==> src/logic/exec_pkg.sv <==
/*
 * Shared definitions for the execute and writeback back end.
 * Holds the data widths, the opcode encoding, the status codes that
 * replace a result on an exception, and the packed structs carried
 * between issue, the two execution paths and the writeback merger.
 */
package exec_pkg;

    // ------------------------------------------------------------------
    // Widths and fixed register indices
    // ------------------------------------------------------------------
    localparam int XLEN  = 32;                  // Datapath width
    localparam int REG_W = 5;                   // Register index width

    localparam logic [REG_W-1:0] RSTATUS_REG = 5'd30;  // $rstatus

    // Decoded operation codes
    typedef enum logic [3:0] {
        OP_ADD = 4'd0,
        OP_SUB = 4'd1,
        OP_AND = 4'd2,
        OP_OR  = 4'd3,
        OP_SLL = 4'd4,
        OP_SRA = 4'd5,
        OP_MUL = 4'd6,
        OP_DIV = 4'd7
    } op_e;

    // Status codes written to $rstatus
    localparam logic [XLEN-1:0] EXC_ADD = 32'd1;
    localparam logic [XLEN-1:0] EXC_SUB = 32'd3;
    localparam logic [XLEN-1:0] EXC_MUL = 32'd4;
    localparam logic [XLEN-1:0] EXC_DIV = 32'd5;

    // ------------------------------------------------------------------
    // Payloads
    // ------------------------------------------------------------------
    typedef struct packed {
        op_e             op;                    // What to do
        logic [REG_W-1:0] dest;                 // Destination register
        logic [XLEN-1:0] opa;                   // First operand
        logic [XLEN-1:0] opb;                   // Second operand or shamt in [4:0]
    } exec_op_t;

    typedef struct packed {
        logic [REG_W-1:0] dest;
        logic [XLEN-1:0] value;                 // Result or status code
        logic            excpt;                 // Value is a status code
    } exec_res_t;

    typedef struct packed {
        logic [REG_W-1:0] dest;
        logic [XLEN-1:0] value;
    } wb_t;

endpackage

==> src/logic/pipe_reg.sv <==
/*
 * One-entry valid/ready register stage.
 * The payload type is a parameter, so the same stage holds ALU results
 * and final writebacks. A new item is taken when the stage is empty or
 * is being drained in the same cycle, so it runs at full rate.
 */
`timescale 1ns/1ps

module pipe_reg #(
    parameter type payload_t = logic [7:0]
) (
    input  logic     clock,
    input  logic     rst_n,
    input  logic     in_valid,
    output logic     in_ready,
    input  payload_t in_data,
    output logic     out_valid,
    input  logic     out_ready,
    output payload_t out_data
);

    logic     full_q;                           // Entry occupied
    payload_t data_q;

    assign in_ready  = ~full_q | out_ready;     // Empty, or emptying now
    assign out_valid = full_q;
    assign out_data  = data_q;

    always_ff @(posedge clock or negedge rst_n) begin
        if (!rst_n) begin
            full_q <= 1'b0;
        end else if (in_ready) begin
            full_q <= in_valid;                 // Refill or go empty
        end
    end

    // Payload register
    always_ff @(posedge clock) begin
        if (in_valid && in_ready) begin
            data_q <= in_data;
        end
    end

    // Held item must not change under back-pressure
    a_hold_stable: assert property (@(posedge clock) disable iff (!rst_n)
        out_valid && !out_ready |=> $stable(out_data));

endmodule

==> src/logic/issue_ctrl.sv <==
/*
 * Issue control.
 * Steers each decoded operation to the ALU path or the multiply/divide
 * unit. An ALU op waits while mul/div is busy and a mul/div op waits
 * until the ALU path has drained, so results leave in program order.
 */
`timescale 1ns/1ps

module issue_ctrl (
    input  logic               clock,
    input  logic               rst_n,
    input  logic               op_valid,
    output logic               op_ready,
    input  exec_pkg::exec_op_t op,
    output logic               alu_valid,
    input  logic               alu_ready,
    input  logic               alu_empty,
    output exec_pkg::exec_op_t alu_op,
    output logic               md_valid,
    input  logic               md_ready,
    output exec_pkg::exec_op_t md_op
);

    logic       is_md;                          // Op needs the mul/div unit
    logic       md_acc;                         // Mul/div handed over
    logic       md_rise;                        // Unit back to idle
    logic       md_ready_q;
    logic [1:0] md_cnt_q;                       // Issued, not yet retired

    // ------------------------------------------------------------------
    // Steering and ordering
    // ------------------------------------------------------------------
    assign is_md = (op.op == exec_pkg::OP_MUL) || (op.op == exec_pkg::OP_DIV);

    assign alu_valid = op_valid & ~is_md & md_ready;    // Hold behind mul/div
    assign md_valid  = op_valid & is_md & alu_empty;    // Hold until ALU drained

    // Ready comes back from whichever path the op is going to
    assign op_ready = md_ready & (is_md ? alu_empty : alu_ready);

    assign alu_op = op;
    assign md_op  = op;

    // ------------------------------------------------------------------
    // Outstanding mul/div tracking
    // ------------------------------------------------------------------
    assign md_acc  = md_valid & md_ready;
    assign md_rise = md_ready & ~md_ready_q;    // Result was retired

    always_ff @(posedge clock or negedge rst_n) begin
        if (!rst_n) begin
            md_ready_q <= 1'b1;                 // Unit idles out of reset
            md_cnt_q   <= 2'd0;
        end else begin
            md_ready_q <= md_ready;
            md_cnt_q   <= md_cnt_q + {1'b0, md_acc} - {1'b0, md_rise};
        end
    end

    // A new mul/div only once the previous one has retired
    a_one_md: assert property (@(posedge clock) disable iff (!rst_n)
        md_acc |-> (md_cnt_q == 2'd0) || (md_cnt_q == 2'd1 && md_rise));

endmodule

==> src/logic/alu_pipe.sv <==
/*
 * Single-cycle ALU path.
 * Computes add, sub, and, or, sll and sra, flags signed overflow on
 * add and sub, and registers the result. On overflow the value is the
 * matching status code and excpt is set for the writeback merger.
 */
`timescale 1ns/1ps

module alu_pipe (
    input  logic                clock,
    input  logic                rst_n,
    input  logic                alu_valid,
    output logic                alu_ready,
    input  exec_pkg::exec_op_t  alu_op,
    output logic                alu_empty,
    output logic                res_valid,
    input  logic                res_ready,
    output exec_pkg::exec_res_t res
);

    logic [exec_pkg::XLEN-1:0] sum, diff;
    logic                      add_ovf, sub_ovf;
    exec_pkg::exec_res_t       alu_res;         // Into the register stage

    // ------------------------------------------------------------------
    // Datapath
    // ------------------------------------------------------------------
    assign sum  = alu_op.opa + alu_op.opb;
    assign diff = alu_op.opa - alu_op.opb;

    // Same signs in, different sign out
    assign add_ovf = (alu_op.opa[31] == alu_op.opb[31]) && (sum[31] != alu_op.opa[31]);
    assign sub_ovf = (alu_op.opa[31] != alu_op.opb[31]) && (diff[31] != alu_op.opa[31]);

    always_comb begin
        alu_res.dest  = alu_op.dest;
        alu_res.excpt = 1'b0;
        case (alu_op.op)
            exec_pkg::OP_ADD: begin
                alu_res.excpt = add_ovf;
                alu_res.value = add_ovf ? exec_pkg::EXC_ADD : sum;
            end
            exec_pkg::OP_SUB: begin
                alu_res.excpt = sub_ovf;
                alu_res.value = sub_ovf ? exec_pkg::EXC_SUB : diff;
            end
            exec_pkg::OP_AND: alu_res.value = alu_op.opa & alu_op.opb;
            exec_pkg::OP_OR:  alu_res.value = alu_op.opa | alu_op.opb;
            exec_pkg::OP_SLL: alu_res.value = alu_op.opa << alu_op.opb[4:0];
            exec_pkg::OP_SRA: alu_res.value = $signed(alu_op.opa) >>> alu_op.opb[4:0];
            default:          alu_res.value = '0;   // Mul/div never steered here
        endcase
    end

    // ------------------------------------------------------------------
    // Result register
    // ------------------------------------------------------------------
    pipe_reg #(
        .payload_t (exec_pkg::exec_res_t)
    ) res_reg_i (
        .clock     (clock),
        .rst_n     (rst_n),
        .in_valid  (alu_valid),
        .in_ready  (alu_ready),
        .in_data   (alu_res),
        .out_valid (res_valid),
        .out_ready (res_ready),
        .out_data  (res)
    );

    assign alu_empty = ~res_valid;              // Nothing left in flight here

endmodule

==> src/logic/multdiv_unit.sv <==
/*
 * Iterative multiply/divide unit.
 * Takes one operation when idle, runs XLEN shift steps on operand
 * magnitudes, then fixes the sign and checks for mul overflow or a zero
 * divisor. The result is held until the merger takes it, and only then
 * does the unit report ready again. Latency is XLEN+1 cycles.
 */
`timescale 1ns/1ps

module multdiv_unit (
    input  logic                clock,
    input  logic                rst_n,
    input  logic                md_valid,
    output logic                md_ready,
    input  exec_pkg::exec_op_t  md_op,
    output logic                res_valid,
    input  logic                res_ready,
    output exec_pkg::exec_res_t res
);

    localparam int XLEN  = exec_pkg::XLEN;
    localparam int CNT_W = $clog2(XLEN);

    typedef enum logic [1:0] {ST_IDLE, ST_BUSY, ST_FIN, ST_DONE} md_state_e;

    md_state_e                   state_q;
    logic [CNT_W-1:0]            cnt_q;         // Step number
    logic                        div_q, neg_q;  // Operation, result sign
    logic [exec_pkg::REG_W-1:0]  dest_q;
    logic [XLEN-1:0]             hi_q, lo_q;    // Product or remainder/quotient
    logic [XLEN-1:0]             mag_b_q;
    exec_pkg::exec_res_t         res_q;
    logic [XLEN-1:0]             mag_a, mag_b;
    logic [XLEN:0]               mul_sum, div_shift;
    logic [XLEN+1:0]             div_diff;
    logic                        borrow, mul_ovf, div_zero;
    logic [2*XLEN-1:0]           prod_s;
    logic [XLEN-1:0]             quot_s;

    assign md_ready  = (state_q == ST_IDLE);
    assign res_valid = (state_q == ST_DONE);
    assign res       = res_q;

    // ------------------------------------------------------------------
    // Step logic
    // ------------------------------------------------------------------
    assign mag_a = md_op.opa[XLEN-1] ? -md_op.opa : md_op.opa;
    assign mag_b = md_op.opb[XLEN-1] ? -md_op.opb : md_op.opb;

    assign mul_sum   = {1'b0, hi_q} + (lo_q[0] ? {1'b0, mag_b_q} : '0);  // Add if bit set
    assign div_shift = {hi_q, lo_q[XLEN-1]};            // Bring down next bit
    assign div_diff  = {1'b0, div_shift} - {2'b00, mag_b_q};
    assign borrow    = div_diff[XLEN+1];                // Divisor didn't fit

    // Sign fixup and checks
    assign prod_s   = neg_q ? -{hi_q, lo_q} : {hi_q, lo_q};
    assign mul_ovf  = prod_s[2*XLEN-1:XLEN] != {XLEN{prod_s[XLEN-1]}};
    assign quot_s   = neg_q ? -lo_q : lo_q;             // Truncates toward zero
    assign div_zero = (mag_b_q == '0);

    // ------------------------------------------------------------------
    // Control FSM
    // ------------------------------------------------------------------
    always_ff @(posedge clock or negedge rst_n) begin
        if (!rst_n) begin
            state_q <= ST_IDLE;
            cnt_q   <= '0;
        end else begin
            case (state_q)
                ST_IDLE: if (md_valid) begin
                    state_q <= ST_BUSY;
                    cnt_q   <= '0;
                end
                ST_BUSY: begin
                    cnt_q <= cnt_q + 1'b1;
                    if (cnt_q == CNT_W'(XLEN - 1)) state_q <= ST_FIN;
                end
                ST_FIN:  state_q <= ST_DONE;
                ST_DONE: if (res_ready) state_q <= ST_IDLE;
                default: state_q <= ST_IDLE;
            endcase
        end
    end

    // Datapath registers
    always_ff @(posedge clock) begin
        if (state_q == ST_IDLE && md_valid) begin
            hi_q    <= '0;
            lo_q    <= mag_a;
            mag_b_q <= mag_b;
            div_q   <= (md_op.op == exec_pkg::OP_DIV);
            neg_q   <= md_op.opa[XLEN-1] ^ md_op.opb[XLEN-1];
            dest_q  <= md_op.dest;
        end else if (state_q == ST_BUSY) begin
            if (div_q) begin                    // Restoring divide step
                hi_q <= borrow ? div_shift[XLEN-1:0] : div_diff[XLEN-1:0];
                lo_q <= {lo_q[XLEN-2:0], ~borrow};
            end else begin
                {hi_q, lo_q} <= {mul_sum, lo_q[XLEN-1:1]};  // Shift-add step
            end
        end else if (state_q == ST_FIN) begin
            res_q.dest <= dest_q;
            if (div_q) begin
                res_q.excpt <= div_zero;
                res_q.value <= div_zero ? exec_pkg::EXC_DIV : quot_s;
            end else begin
                res_q.excpt <= mul_ovf;
                res_q.value <= mul_ovf ? exec_pkg::EXC_MUL : prod_s[XLEN-1:0];
            end
        end
    end

    // Busy from acceptance until the merger has the result
    a_busy_after_acc: assert property (@(posedge clock) disable iff (!rst_n)
        md_valid && md_ready |=> !md_ready);
    a_idle_after_take: assert property (@(posedge clock) disable iff (!rst_n)
        $rose(md_ready) |-> $past(res_valid && res_ready));

endmodule

==> src/logic/result_merge.sv <==
/*
 * Writeback merger.
 * Takes whichever execution path has a result, redirects exceptions to
 * the status register, and registers the final write. Issue ordering
 * keeps the two inputs from ever being valid together.
 */
`timescale 1ns/1ps

module result_merge (
    input  logic                clock,
    input  logic                rst_n,
    input  logic                alu_res_valid,
    output logic                alu_res_ready,
    input  exec_pkg::exec_res_t alu_res,
    input  logic                md_res_valid,
    output logic                md_res_ready,
    input  exec_pkg::exec_res_t md_res,
    output logic                wb_valid,
    input  logic                wb_ready,
    output exec_pkg::wb_t       wb
);

    exec_pkg::exec_res_t sel_res;               // Chosen stream
    exec_pkg::wb_t       wb_next;
    logic                in_valid, in_ready;

    // ------------------------------------------------------------------
    // Select and rewrite
    // ------------------------------------------------------------------
    assign sel_res  = md_res_valid ? md_res : alu_res;
    assign in_valid = alu_res_valid | md_res_valid;

    // Status code goes to $rstatus instead of the real destination
    assign wb_next.dest  = sel_res.excpt ? exec_pkg::RSTATUS_REG : sel_res.dest;
    assign wb_next.value = sel_res.value;

    // Only one side is ever valid, so both share the stage ready
    assign alu_res_ready = in_ready;
    assign md_res_ready  = in_ready;

    // ------------------------------------------------------------------
    // Writeback register
    // ------------------------------------------------------------------
    pipe_reg #(
        .payload_t (exec_pkg::wb_t)
    ) wb_reg_i (
        .clock     (clock),
        .rst_n     (rst_n),
        .in_valid  (in_valid),
        .in_ready  (in_ready),
        .in_data   (wb_next),
        .out_valid (wb_valid),
        .out_ready (wb_ready),
        .out_data  (wb)
    );

    a_one_source: assert property (@(posedge clock) disable iff (!rst_n)
        !(alu_res_valid && md_res_valid));

endmodule

==> src/logic/exec_core.sv <==
/*
 * Execute and writeback back end, top level.
 * Decoded ops enter through issue, run in the ALU path or the
 * multiply/divide unit, and leave as in-order register writes.
 */
`timescale 1ns/1ps

module exec_core (
    input  logic               clock,
    input  logic               rst_n,
    input  logic               op_valid,
    output logic               op_ready,
    input  exec_pkg::exec_op_t op,
    output logic               wb_valid,
    input  logic               wb_ready,
    output exec_pkg::wb_t      wb
);

    // ------------------------------------------------------------------
    // Interconnect
    // ------------------------------------------------------------------
    logic                alu_valid, alu_ready, alu_empty;    // Issue to ALU
    exec_pkg::exec_op_t  alu_op;
    logic                md_valid, md_ready;                 // Issue to mul/div
    exec_pkg::exec_op_t  md_op;
    logic                alu_res_valid, alu_res_ready;       // Paths to merger
    exec_pkg::exec_res_t alu_res;
    logic                md_res_valid, md_res_ready;
    exec_pkg::exec_res_t md_res;

    issue_ctrl issue_i (
        .clock, .rst_n, .op_valid, .op_ready, .op,
        .alu_valid, .alu_ready, .alu_empty, .alu_op,
        .md_valid, .md_ready, .md_op
    );

    alu_pipe alu_i (
        .clock, .rst_n, .alu_valid, .alu_ready, .alu_op, .alu_empty,
        .res_valid (alu_res_valid),
        .res_ready (alu_res_ready),
        .res       (alu_res)
    );

    multdiv_unit md_i (
        .clock, .rst_n, .md_valid, .md_ready, .md_op,
        .res_valid (md_res_valid),
        .res_ready (md_res_ready),
        .res       (md_res)
    );

    result_merge merge_i (
        .clock, .rst_n,
        .alu_res_valid, .alu_res_ready, .alu_res,
        .md_res_valid, .md_res_ready, .md_res,
        .wb_valid, .wb_ready, .wb
    );

endmodule

==> config.mk <==
export PLATFORM = sky130hd
export DESIGN_NAME = exec_core
export DESIGN_NICKNAME = d
export VERILOG_FILES = /design/src/logic/exec_pkg.sv /design/src/logic/pipe_reg.sv /design/src/logic/issue_ctrl.sv /design/src/logic/alu_pipe.sv /design/src/logic/multdiv_unit.sv /design/src/logic/result_merge.sv /design/src/logic/exec_core.sv
export SDC_FILE = /design/constraint.sdc
export NUM_CORES = 1
export LEC_CHECK = 0
export BUFFER_PORTS_ARGS = -buffer_cell sky130_fd_sc_hd__clkbuf_2
export CORE_MARGIN = 2
export CORE_UTILIZATION = 40
export CTS_CLUSTER_SIZE = 30
export DETAILED_ROUTE_END_ITERATION = 8
export GPL_TIMING_DRIVEN = 1
export SYNTH_ARGS = -nofsm -noshare
export SYNTH_HDL_FRONTEND = slang
export SYNTH_SLANG_ARGS = --single-unit
==> constraint.sdc <==
create_clock -name clock -period 10.84 [get_ports clock]
set_input_delay 1.084 -clock clock [delete_from_list [all_inputs] [get_ports clock]]
set_output_delay 1.084 -clock clock [all_outputs]
set_load 0.02 [all_outputs]
Word level (Yosys, flattened, before mapping)
Cells that the tools add are included.
Cells by class
  shift operators: 2
  multiplexer cells: 25
  $add $sub $neg: 9
  bitwise gates (word level): 17
  eq/ne operators: 19
  reductions and logical operators: 14
Operators with widths (count)
  2-to-1 mux 32 bit: 12
  case mux 32 bit (6 select lines): 1
  negation 32 bit: 3
  2-to-1 mux 64 bit: 1
  negation 64 bit: 1
  2-to-1 mux 38 bit: 1
  subtractor 33 x 32 -> 34 bit: 1
  adder 32 x 33 -> 33 bit: 1
  2-to-1 mux 33 bit: 1
  adder 32 bit: 1
  AND 32 bit: 1
  logical NOT 32 bit: 1
  inequality test 32 bit: 1
  bitwise OR 32 bit: 1
  << shifter 32 x 5 -> 32 bit: 1
  >>> shifter 32 x 5 -> 32 bit: 1
  subtractor 32 bit: 1
  2-to-1 mux 31 bit: 1
  == test 4 x 3 -> 1 bit, second input constant: 4
  case mux 5 bit (2 select lines): 1
  == test 4 x 2 -> 1 bit, second input constant: 2
  case mux 2 bit (4 select lines): 1
  2-to-1 mux 2 bit: 3
  inverter 1 bit: 6
  other kinds (22): 38
Storage, ports and cells
  input bits: 77
  flip-flop bits (word level): 225
  output and inout port bits: 39

Depth between registers and ports, before layout
Gate-level depths: netlist of run 1.
  word-level depth: 7
  depth in mapped cells: 17
  gate-level depth less buffers: 14

Cells and area by module
From an unflattened synthesis of run 1, not the netlist that was laid out.
Unflattened totals
  cell total of the unflattened synthesis: 3140
  area, all modules: 26026.2 um2
Modules (own cells, without submodules)
  multdiv_unit: area each 13813.2 um2, cells an instance 1679, instances 1, seq. area each 4088.9 um2
  alu_pipe: area each 8247.9 um2, cells an instance 1179, instances 1, seq. area each 0.0 um2
  pipe_reg (alu_i.res_reg_i): area each 1194.9 um2, cells an instance 42, instances 1, seq. area each 1166.1 um2
  pipe_reg (merge_i.wb_reg_i): area each 1164.9 um2, cells an instance 41, instances 1, seq. area each 1136.1 um2
  issue_ctrl: area each 1136.1 um2, cells an instance 153, instances 1, seq. area each 0.0 um2
  result_merge: area each 469.2 um2, cells an instance 46, instances 1, seq. area each 0.0 um2

Worst setup path before layout of run 1
No wires, ideal clock.
  path type: input to register
  from: input port op[2] in the netlist's numbering
  to: register alu_i.res_reg_i.data_q (netlist bit alu_i.res_reg_i.out_data[28]) (data pin)
  setup time: 0.254 ns
  buffers on the path: 5
  slack: 5.070 ns
  cell stages on the path: 16
  arrival time: 5.516 ns
  cells stage by stage: clkbuf_1 -> clkinv_1 -> buf_1 -> buf_1 -> ha_1 -> nor3_1 -> o311ai_0 -> a311oi_1 -> a2111oi_0 -> or4b_2 -> nand4_1 -> nand3_1 -> clkbuf_1 -> buf_1 -> o221ai_1 -> a21o_1
RTL lines
  from (decl): line exec_core.sv:13  | input exec_pkg::exec_op_t op,
  to (signal assigned): line pipe_reg.sv:40  | data_q <= in_data;
  to (decl): line pipe_reg.sv:23  | payload_t data_q;

==> metrics.md, run 1 <==
| Metric | Value |
|---|---|
| Boundary Pins | 116 |
| Per-cell routed wire length | 27.4 um |
| Count leader, synth | nor2_1 |
| Worst skew pair latency | 0.58 ns |
| PostCTS Resize Cnt | 0 |
| Worst Setup SP | op[3] |
| Hold/Removal Path Class | in -> async |
| Largest family of logic cells by synthesized area | compound AO/OA/AOI/OAI gates |
| Clock Pin Slew Worst Setup and Hold Paths | 0.07 ns |
| CP Launch Type | primary input |
| WP data arrival | 6.66 ns |
| Max-slew violation count | 0 |
| Max Cap Viol | 0 |
| Setup CP Type | in -> reg |
| Post-DP HPWL | 77000 um |
| Syn nets | 3123 |
| Cell accounting for the most synthesized area | edfxtp_1 |
| Highest clock rate | 156 MHz |
| Setup violators final | 0 |
| Gr usage total | 32.1% |
| Vias in the first global route | 22200 |
| Max IR drop VDD | 0.182 mV |
| Ranking of synthesized cells by area | edfxtp_1 (23%), ha_1 (9.5%), o21ai_0 (5.2%), mux2i_1 (4.5%), nor2_1 (4.5%) |
| Routed Antenna Nets | 0 |
| Multi-input gate area | 16000 um^2 |
| RSZ-0062 raised after global routing | false |
| Final Cycle Share | 59.0% |
| Initial core utilization | 40.3% |
| Setup TNS | 0 ns |
| Status | finished, final reports clean |
| Layout cell share with drive strength beyond 1 | 11.5% |
| Bufs on Longest Clock Path | 3 |
| Max FO, Critical Path | 67 |
| Synth Area in Compound Gates | 24.8% |
| Largest net degree at the start of global routing | 95 |
| DR iter-0 viols | 2499 |
| Cells after Synth | 2863 |
| Register area | 6390 um^2 |
| Area Overhead vs Synth | 8.69% |
| Clock sink total | 225 |
| Grt total ovfl | 0 |
| Global-route wire length before repair | 147000 um |
| Reg-to-Reg Start | md_i.lo_q[4] |
| H-tree levels | 1 |
| DRC | 0 |
| Setup Fix Bufs, Post-CTS | 0 |
| Die area | 61200 um^2 |
| CTS Buf Count | 27 |
| CTS tree | built |
| Worst-Margin Slew | 1.23 ns |
| Nets | 3110 |
| First drt pass iteration count | 8 |
| Ys async rst share | 4.00% |
| Via-per-instance ratio | 6.40 |
| Initial antenna violation count | 4 |
| Unique cell type count in the Yosys netlist | 78 |
| Sequential area share after synthesis | 27.0% |
| Core ar. | 58800 um^2 |
| Post-Route WL | 99800 um |
| PwrDens | 212 nW/um^2 |
| Die Ht | 247 um |
| Hold Vio Cnt, Final | 0 |
| Most instantiated cells after synthesis | nor2_1 (281), o21ai_0 (247), nand2_1 (220), edfxtp_1 (184), ha_1 (179) |
| Required @ worst endpoint | 11.11 ns |
| Synth Area in Simple Gates | 17.5% |
| Total chip power | 5.46 mW |
| Xor and xnor area share after synthesis | 5.88% |
| EDFF count, synth | 184 |
| Diode count | 0 |
| Fill count | 5881 |
| Hold Slack | 0.360 ns |
| Worst Skew | 0.0218 ns |
| Row count | 89 |
| Final min period | 6.39 ns |
| Multiplexer share of the synthesized area | 9.33% |
| Post-layout util | 43.8% |
| Clock root buffer master | clkbuf_16 |
| Netlist Area Pre-Place | 23700 um^2 |
| Main flop type after synthesis | edfxtp_1 |
| Vias | 23300 |
| Fraction of the mapped netlist area in adder cells | 9.79% |
| Port buffer count | 115 |
| Die width | 247 um |
| Synth warnings | 0 |
| Synth Area per Inst | 8.28 um^2 |
| Top-area cell type share of the netlist area | 23.3% |
| Max_slew headroom | 16.9% |
| GP Congestion | 1.01 |
| Leakage | 10.3 nW |
| Hold-fix buffers, CTS | 0 |
| FF+latch count, synth | 225 |
| Setup crit end kind | register |
[cell families after synthesis]
family          count (synthesis)
buf+inv                       359
fa+ha+maj                     183
compound gates                887
simple gates                  870
flops                         225
mux                           180
xor+xnor                      159
[final timing paths]
path                                                 to  slack (ns)  depth (start not counted)
min reg2reg                                md_i.res[37]        0.42                          0
max reg2reg                                 md_i.res[3]        5.90                         11
max                        alu_i.res_reg_i.out_data[15]        4.45                         17
min in group clock                         md_i.res[37]        0.42                          0
max in group asynchronous    merge_i.wb_reg_i.out_valid       10.26                          1
min                                       md_i.cnt_q[0]        0.36                          1
[cell usage in the layout (no fill, tap or decap), types with 27 or more instances in the layout]
master     instances
or3_1             53
o21ai_0          247
a21oi_1          175
clkbuf_16         27
nand3_1           46
clkbuf_2         114
xnor2_1          106
buf_4             36
nand2_1          220
ha_1             177
mux2_2            46
nor3_1            63
dfxtp_1           32
nor4_1            32
xor2_1            53
edfxtp_1         184
a21o_1            51
nand4_1           35
mux2i_1          106
nand2b_1          31
nor2_1           280
inv_1            161
a211oi_1          36
o211ai_1          36
o31ai_1           47
a221oi_1          40
mux4_2            28
[per-layer routing]
metal / vias up / track usage (%) / routed length (um)
li1: 10700 / - / -
met2: 1160 / 51.0 / 44400
met1: 11300 / 42.7 / 41400
met3: 223 / 5.17 / 8690
met4: 6 / 14.9 / 5340
met5: - / 0 / 37
[sequential cells by signal, summed over array words and instances (netlist names), 2 cells and up]
signal	cells
merge_i.wb_reg_i.out_data	37
md_i.cnt_q	5
md_i.mag_b_q	32
md_i.hi_q	32
md_i.lo_q	32
md_i.state_q	2
alu_i.res_reg_i.out_data	38
md_i.dest_q	5
md_i.res	38
[through the flow]
stage	area (um^2)	worst slack, ns	std cells
after global placement	24800	4.20	3594
after CTS	25800	4.64	3643
after floorplan	23700	5.07	2863
after global routing	25800	4.28	3643
final	25800	4.45	3643
after detailed placement	24800	4.07	3594
[worst max-delay path, stage by stage]
cell and delay, ns:
clkbuf_2 0.08, buf_4 0.52, inv_1 0.35, buf_4 0.36
ha_1 0.46, nor3_1 0.19, o311ai_0 0.33, a311oi_1 0.56
a2111oi_0 0.22, buf_4 0.20, or4b_2 0.67, a31o_2 0.27
nand3_1 0.44, buf_4 0.38, a2bb2oi_1 0.19, mux2_2 0.16
o311ai_0 0.14
[cell type report]
type,count,area share [%]
Tap cell,773,3.76
Clock inverter,22,0.933
Multi-Input combinational cell,2279,62.2
Timing Repair Buffer,151,3.28
Inverter,166,2.42
Sequential cell,225,24.8
Clock buffer,27,2.62
[report_power, final]
part / switching, mW / total (mW) / internal (mW)
registers: 0.356 / 1.66 / 1.31
logic: 1.74 / 2.84 / 1.10
clock network: 0.410 / 0.964 / 0.554
Note: power is estimated with default switching activity, not from simulation.
==> inputs of run 2 (changes only) <==
- clock period: 10.84 -> 6 ns (I/O delays scaled with it)
==> run 2 against run 1 <==
Global-route usage decreased by 0.95 points. Highest routed layer is now met4. First-iteration DRC count increased by 15%. Utilization increased by 0.32 points. Sequential share of layout area decreased by 0.18 points. Total power increased by 82%. Sequential power increased by 82%. Non-clock buffer count increased by 13.
==> metrics.md, run 2 (synthesis results as in run 1) <==
| Metric | Value |
|---|---|
| Max stage delay on crit path | 0.67 ns (about the same) |
| Layout cell share with drive strength beyond 1 | 11.7% (+0.21 points) |
| DRC | 0 (unchanged) |
| Max_slew headroom | 8.89% (-8.0 points) |
| Final min period | 5.02 ns |
| Largest net degree at the start of global routing | 109 (+15%) |
| CTS tree | built |
| Final Cycle Share | 83.7% |
| Register area | 6390 um^2 (unchanged) |
| First drt pass iteration count | 6 (-2) |
| Placed Cells | 3606 (+0.33%) |
| Max Cap Viol | 0 (unchanged) |
| Post-Route WL | 96900 um (-2.9%) |
| Commonest non-fill, non-tap cell in the layout | nor2_1 |
| Nets | 3124 (+0.45%) |
| Boundary Pins | 116 (unchanged) |
| Clock Pin Slew Worst Setup and Hold Paths | 0.06 ns (about the same) |
| Vias in the first global route | 22100 (-0.59%) |
| Most frequent cells in the layout | nor2_1 (280), o21ai_0 (247), nand2_1 (220) |
| CP Cell Sequence | clkbuf_2 -> inv_1 -> ha_1 -> nor3_1 -> o311ai_0 -> a311oi_1 -> a2111oi_0 -> buf_4 -> or4b_2 -> a31o_2 -> and3_1 -> buf_4 -> a221o_1 -> a21o_1 |
| CP Launch Type | primary input |
| Setup crit end kind | register |
| Max IR drop VDD | 0.301 mV (+65%) |
| Multi-input gate area | 16000 um^2 (about the same) |
| Post-layout util | 44.1% (+0.32 points) |
| Highest clock rate | 199 MHz |
| Leakage | 10.4 nW (+1.0%) |
| Worst skew pair latency | 0.59 ns (about the same) |
| Gr usage total | 31.1% (-0.95 points) |
| Global-route wire length before repair | 144000 um (-2.4%) |
| Crit path depth | 14 (-3) |
| P_int | 5.46 mW (+84%) |
| Max FO, Critical Path | 23 (-66%) |
| Total chip power | 9.92 mW (+82%) |
| Fin cells | 3660 (+0.47%) |
| Setup CP Type | in -> reg |
| DR iter-0 viols | 2876 (+15%) |
| Reg power frac | 30.4% (about the same) |
| Worst Skew | 0.0212 ns (-0.000608 ns) |
| Grt total ovfl | 0 (unchanged) |
| Initial core utilization | 40.3% (unchanged) |
| Clock sink total | 225 (unchanged) |
| Sw Ratio | 45.0% (-0.82 points) |
| Clock root buffer master | clkbuf_16 |
| P_sw | 4.46 mW (+78%) |
| Bufs on Longest Clock Path | 3 (unchanged) |
| Setup violators final | 0 (unchanged) |
| Most used cell, CP | buf_4 |
| PwrDens | 383 nW/um^2 (+80%) |
| Post-DP HPWL | 74400 um (-3.4%) |
| Max-slew violation count | 0 (unchanged) |
| Die area | 61200 um^2 (unchanged) |
| Setup Fix Bufs, Post-CTS | 0 (unchanged) |
| Die width | 247 um (unchanged) |
| Routed Antenna Nets | 0 (unchanged) |
| R2r setup slk | 1.11 ns (-4.79 ns) |
| Reg2reg path depth | 11 (unchanged) |
| Per-cell routed wire length | 26.5 um (-3.4%) |
| Required @ worst endpoint | 6.34 ns (-4.77 ns) |
| CP max stage cell | or4b_2 |
| WP buf/inv | 4 (-2) |
| Top Family by Delay on Critical Path | compound AO/OA/AOI/OAI gates |
| Hold/Removal Path Class | in -> reg |
| Vias | 23500 (+0.69%) |
| Area Overhead vs Synth | 9.48% |
| Row count | 89 (unchanged) |
| GP Congestion | 1.09 (+7.6%) |
| Via-per-instance ratio | 6.42 (+0.23%) |
| Clk pwr share | 18.5% (+0.9 points) |
| Hold Path Stages | 1 |
| Setup TNS | 0 ns (unchanged) |
| Core ar. | 58800 um^2 (unchanged) |
| Worst-Margin Slew | 1.36 ns (+0.128 ns) |
| Initial antenna violation count | 2 (-2) |
| Die Ht | 247 um (unchanged) |
| Combinational Power Share | 51.0% (-0.9 points) |
| WP data arrival | 5.36 ns (-1.30 ns) |
| Hold Vio Cnt, Final | 0 (unchanged) |
| Port buffer count | 115 (unchanged) |
| H-tree levels | 1 (unchanged) |
| RSZ-0062 raised after global routing | false |
| Fill count | 5812 (-1.2%) |
| Status | finished, final reports clean |
| CTS Buf Count | 28 (+3.7%) |
run 2: cell count changes in the layout (fill, tap and decap cells not counted), moves of 2 or more:
| cell | change |
|---|---|
| clkinv_2 | -4 |
| clkinvlp_4 | -4 |
| clkbuf_1 | +7 |
| buf_4 | +11 |
| clkbuf_8 | +6 |
| clkinv_1 | -2 |
run 2: through the flow:
| stage | hold WS (ns) | worst slack, ns | cell area, um^2 |
|---|---|---|---|
| finish | 0.199 | 0.976 | 25900 |
| floorplan | 0.304 | 0.714 | 23700 |
| global route | 0.184 | 0.650 | 25900 |
| CTS | 0.183 | 1.10 | 25900 |
| global placement | 0.401 | 0.525 | 24900 |
| detailed placement | 0.405 | 0.509 | 24900 |
run 2: power groups by stage:
stage | combinational, mW | sequential (mW) | clock, mW
2_1_floorplan | 3.67 | 2.82 | 0
3_3_place_gp | 4.88 | 3.02 | 0
3_5_place_dp | 4.95 | 3.03 | 0
4_1_cts | 4.98 | 3.01 | 1.86
5_1_grt | 5.56 | 3.09 | 1.93
6_report | 5.06 | 3.02 | 1.84
run 2: area by class of cell:
cell class / instances / share of cell area [%]
antenna: 1 / 0.00965
tap: 773 / 3.73
clock buffer: 41 / 3.12
sequential: 225 / 24.6
timing repair buffer: 164 / 3.69
multi-input combinational: 2279 / 61.7
clock inverter: 11 / 0.709
inverter: 166 / 2.41
run 2: worst reg2reg max path, stage by stage (launching register included):
cell      delay [ns]
edfxtp_1        0.50
nor4_1          0.73
nand4_1         0.45
or4_1           0.93
or3_1           0.48
o31ai_1         0.25
xor2_1          0.13
nor4_1          0.35
o211ai_1        0.14
o31a_1          0.26
buf_4           0.24
nand2b_1        0.20
run 2: worst paths after layout:
kind | startpoint | to
worst max-delay path | op[33] | alu_i.res_reg_i.out_data[30]
worst min-delay path | op[68] | md_i.dest_q[4]
worst max register to register | md_i.lo_q[14] | md_i.res[3]
worst min register to register | md_i.dest_q[3] | md_i.res[36]
max in group asynchronous | rst_n | md_i.cnt_q[3]
min in group asynchronous | rst_n | md_i.state_q[0]
run 2: what timing repair did:
| item | CTS | global route |
|---|---|---|
| gates resized for setup | 0 | 0 |
| hold endpoints to repair | 9 | 0 |
| hold buffers | 1 | 0 |
run 2: metal layers:
metal | GRT usage [%] | vias up | part of all wire (%)
met5 | 0 | - | 0
met4 | 17.5 | 0 | 6.7
met3 | 5.00 | 255 | 8.4
met2 | 48.4 | 1202 | 44
met1 | 41.2 | 11400 | 41
li1 | - | 10700 | -
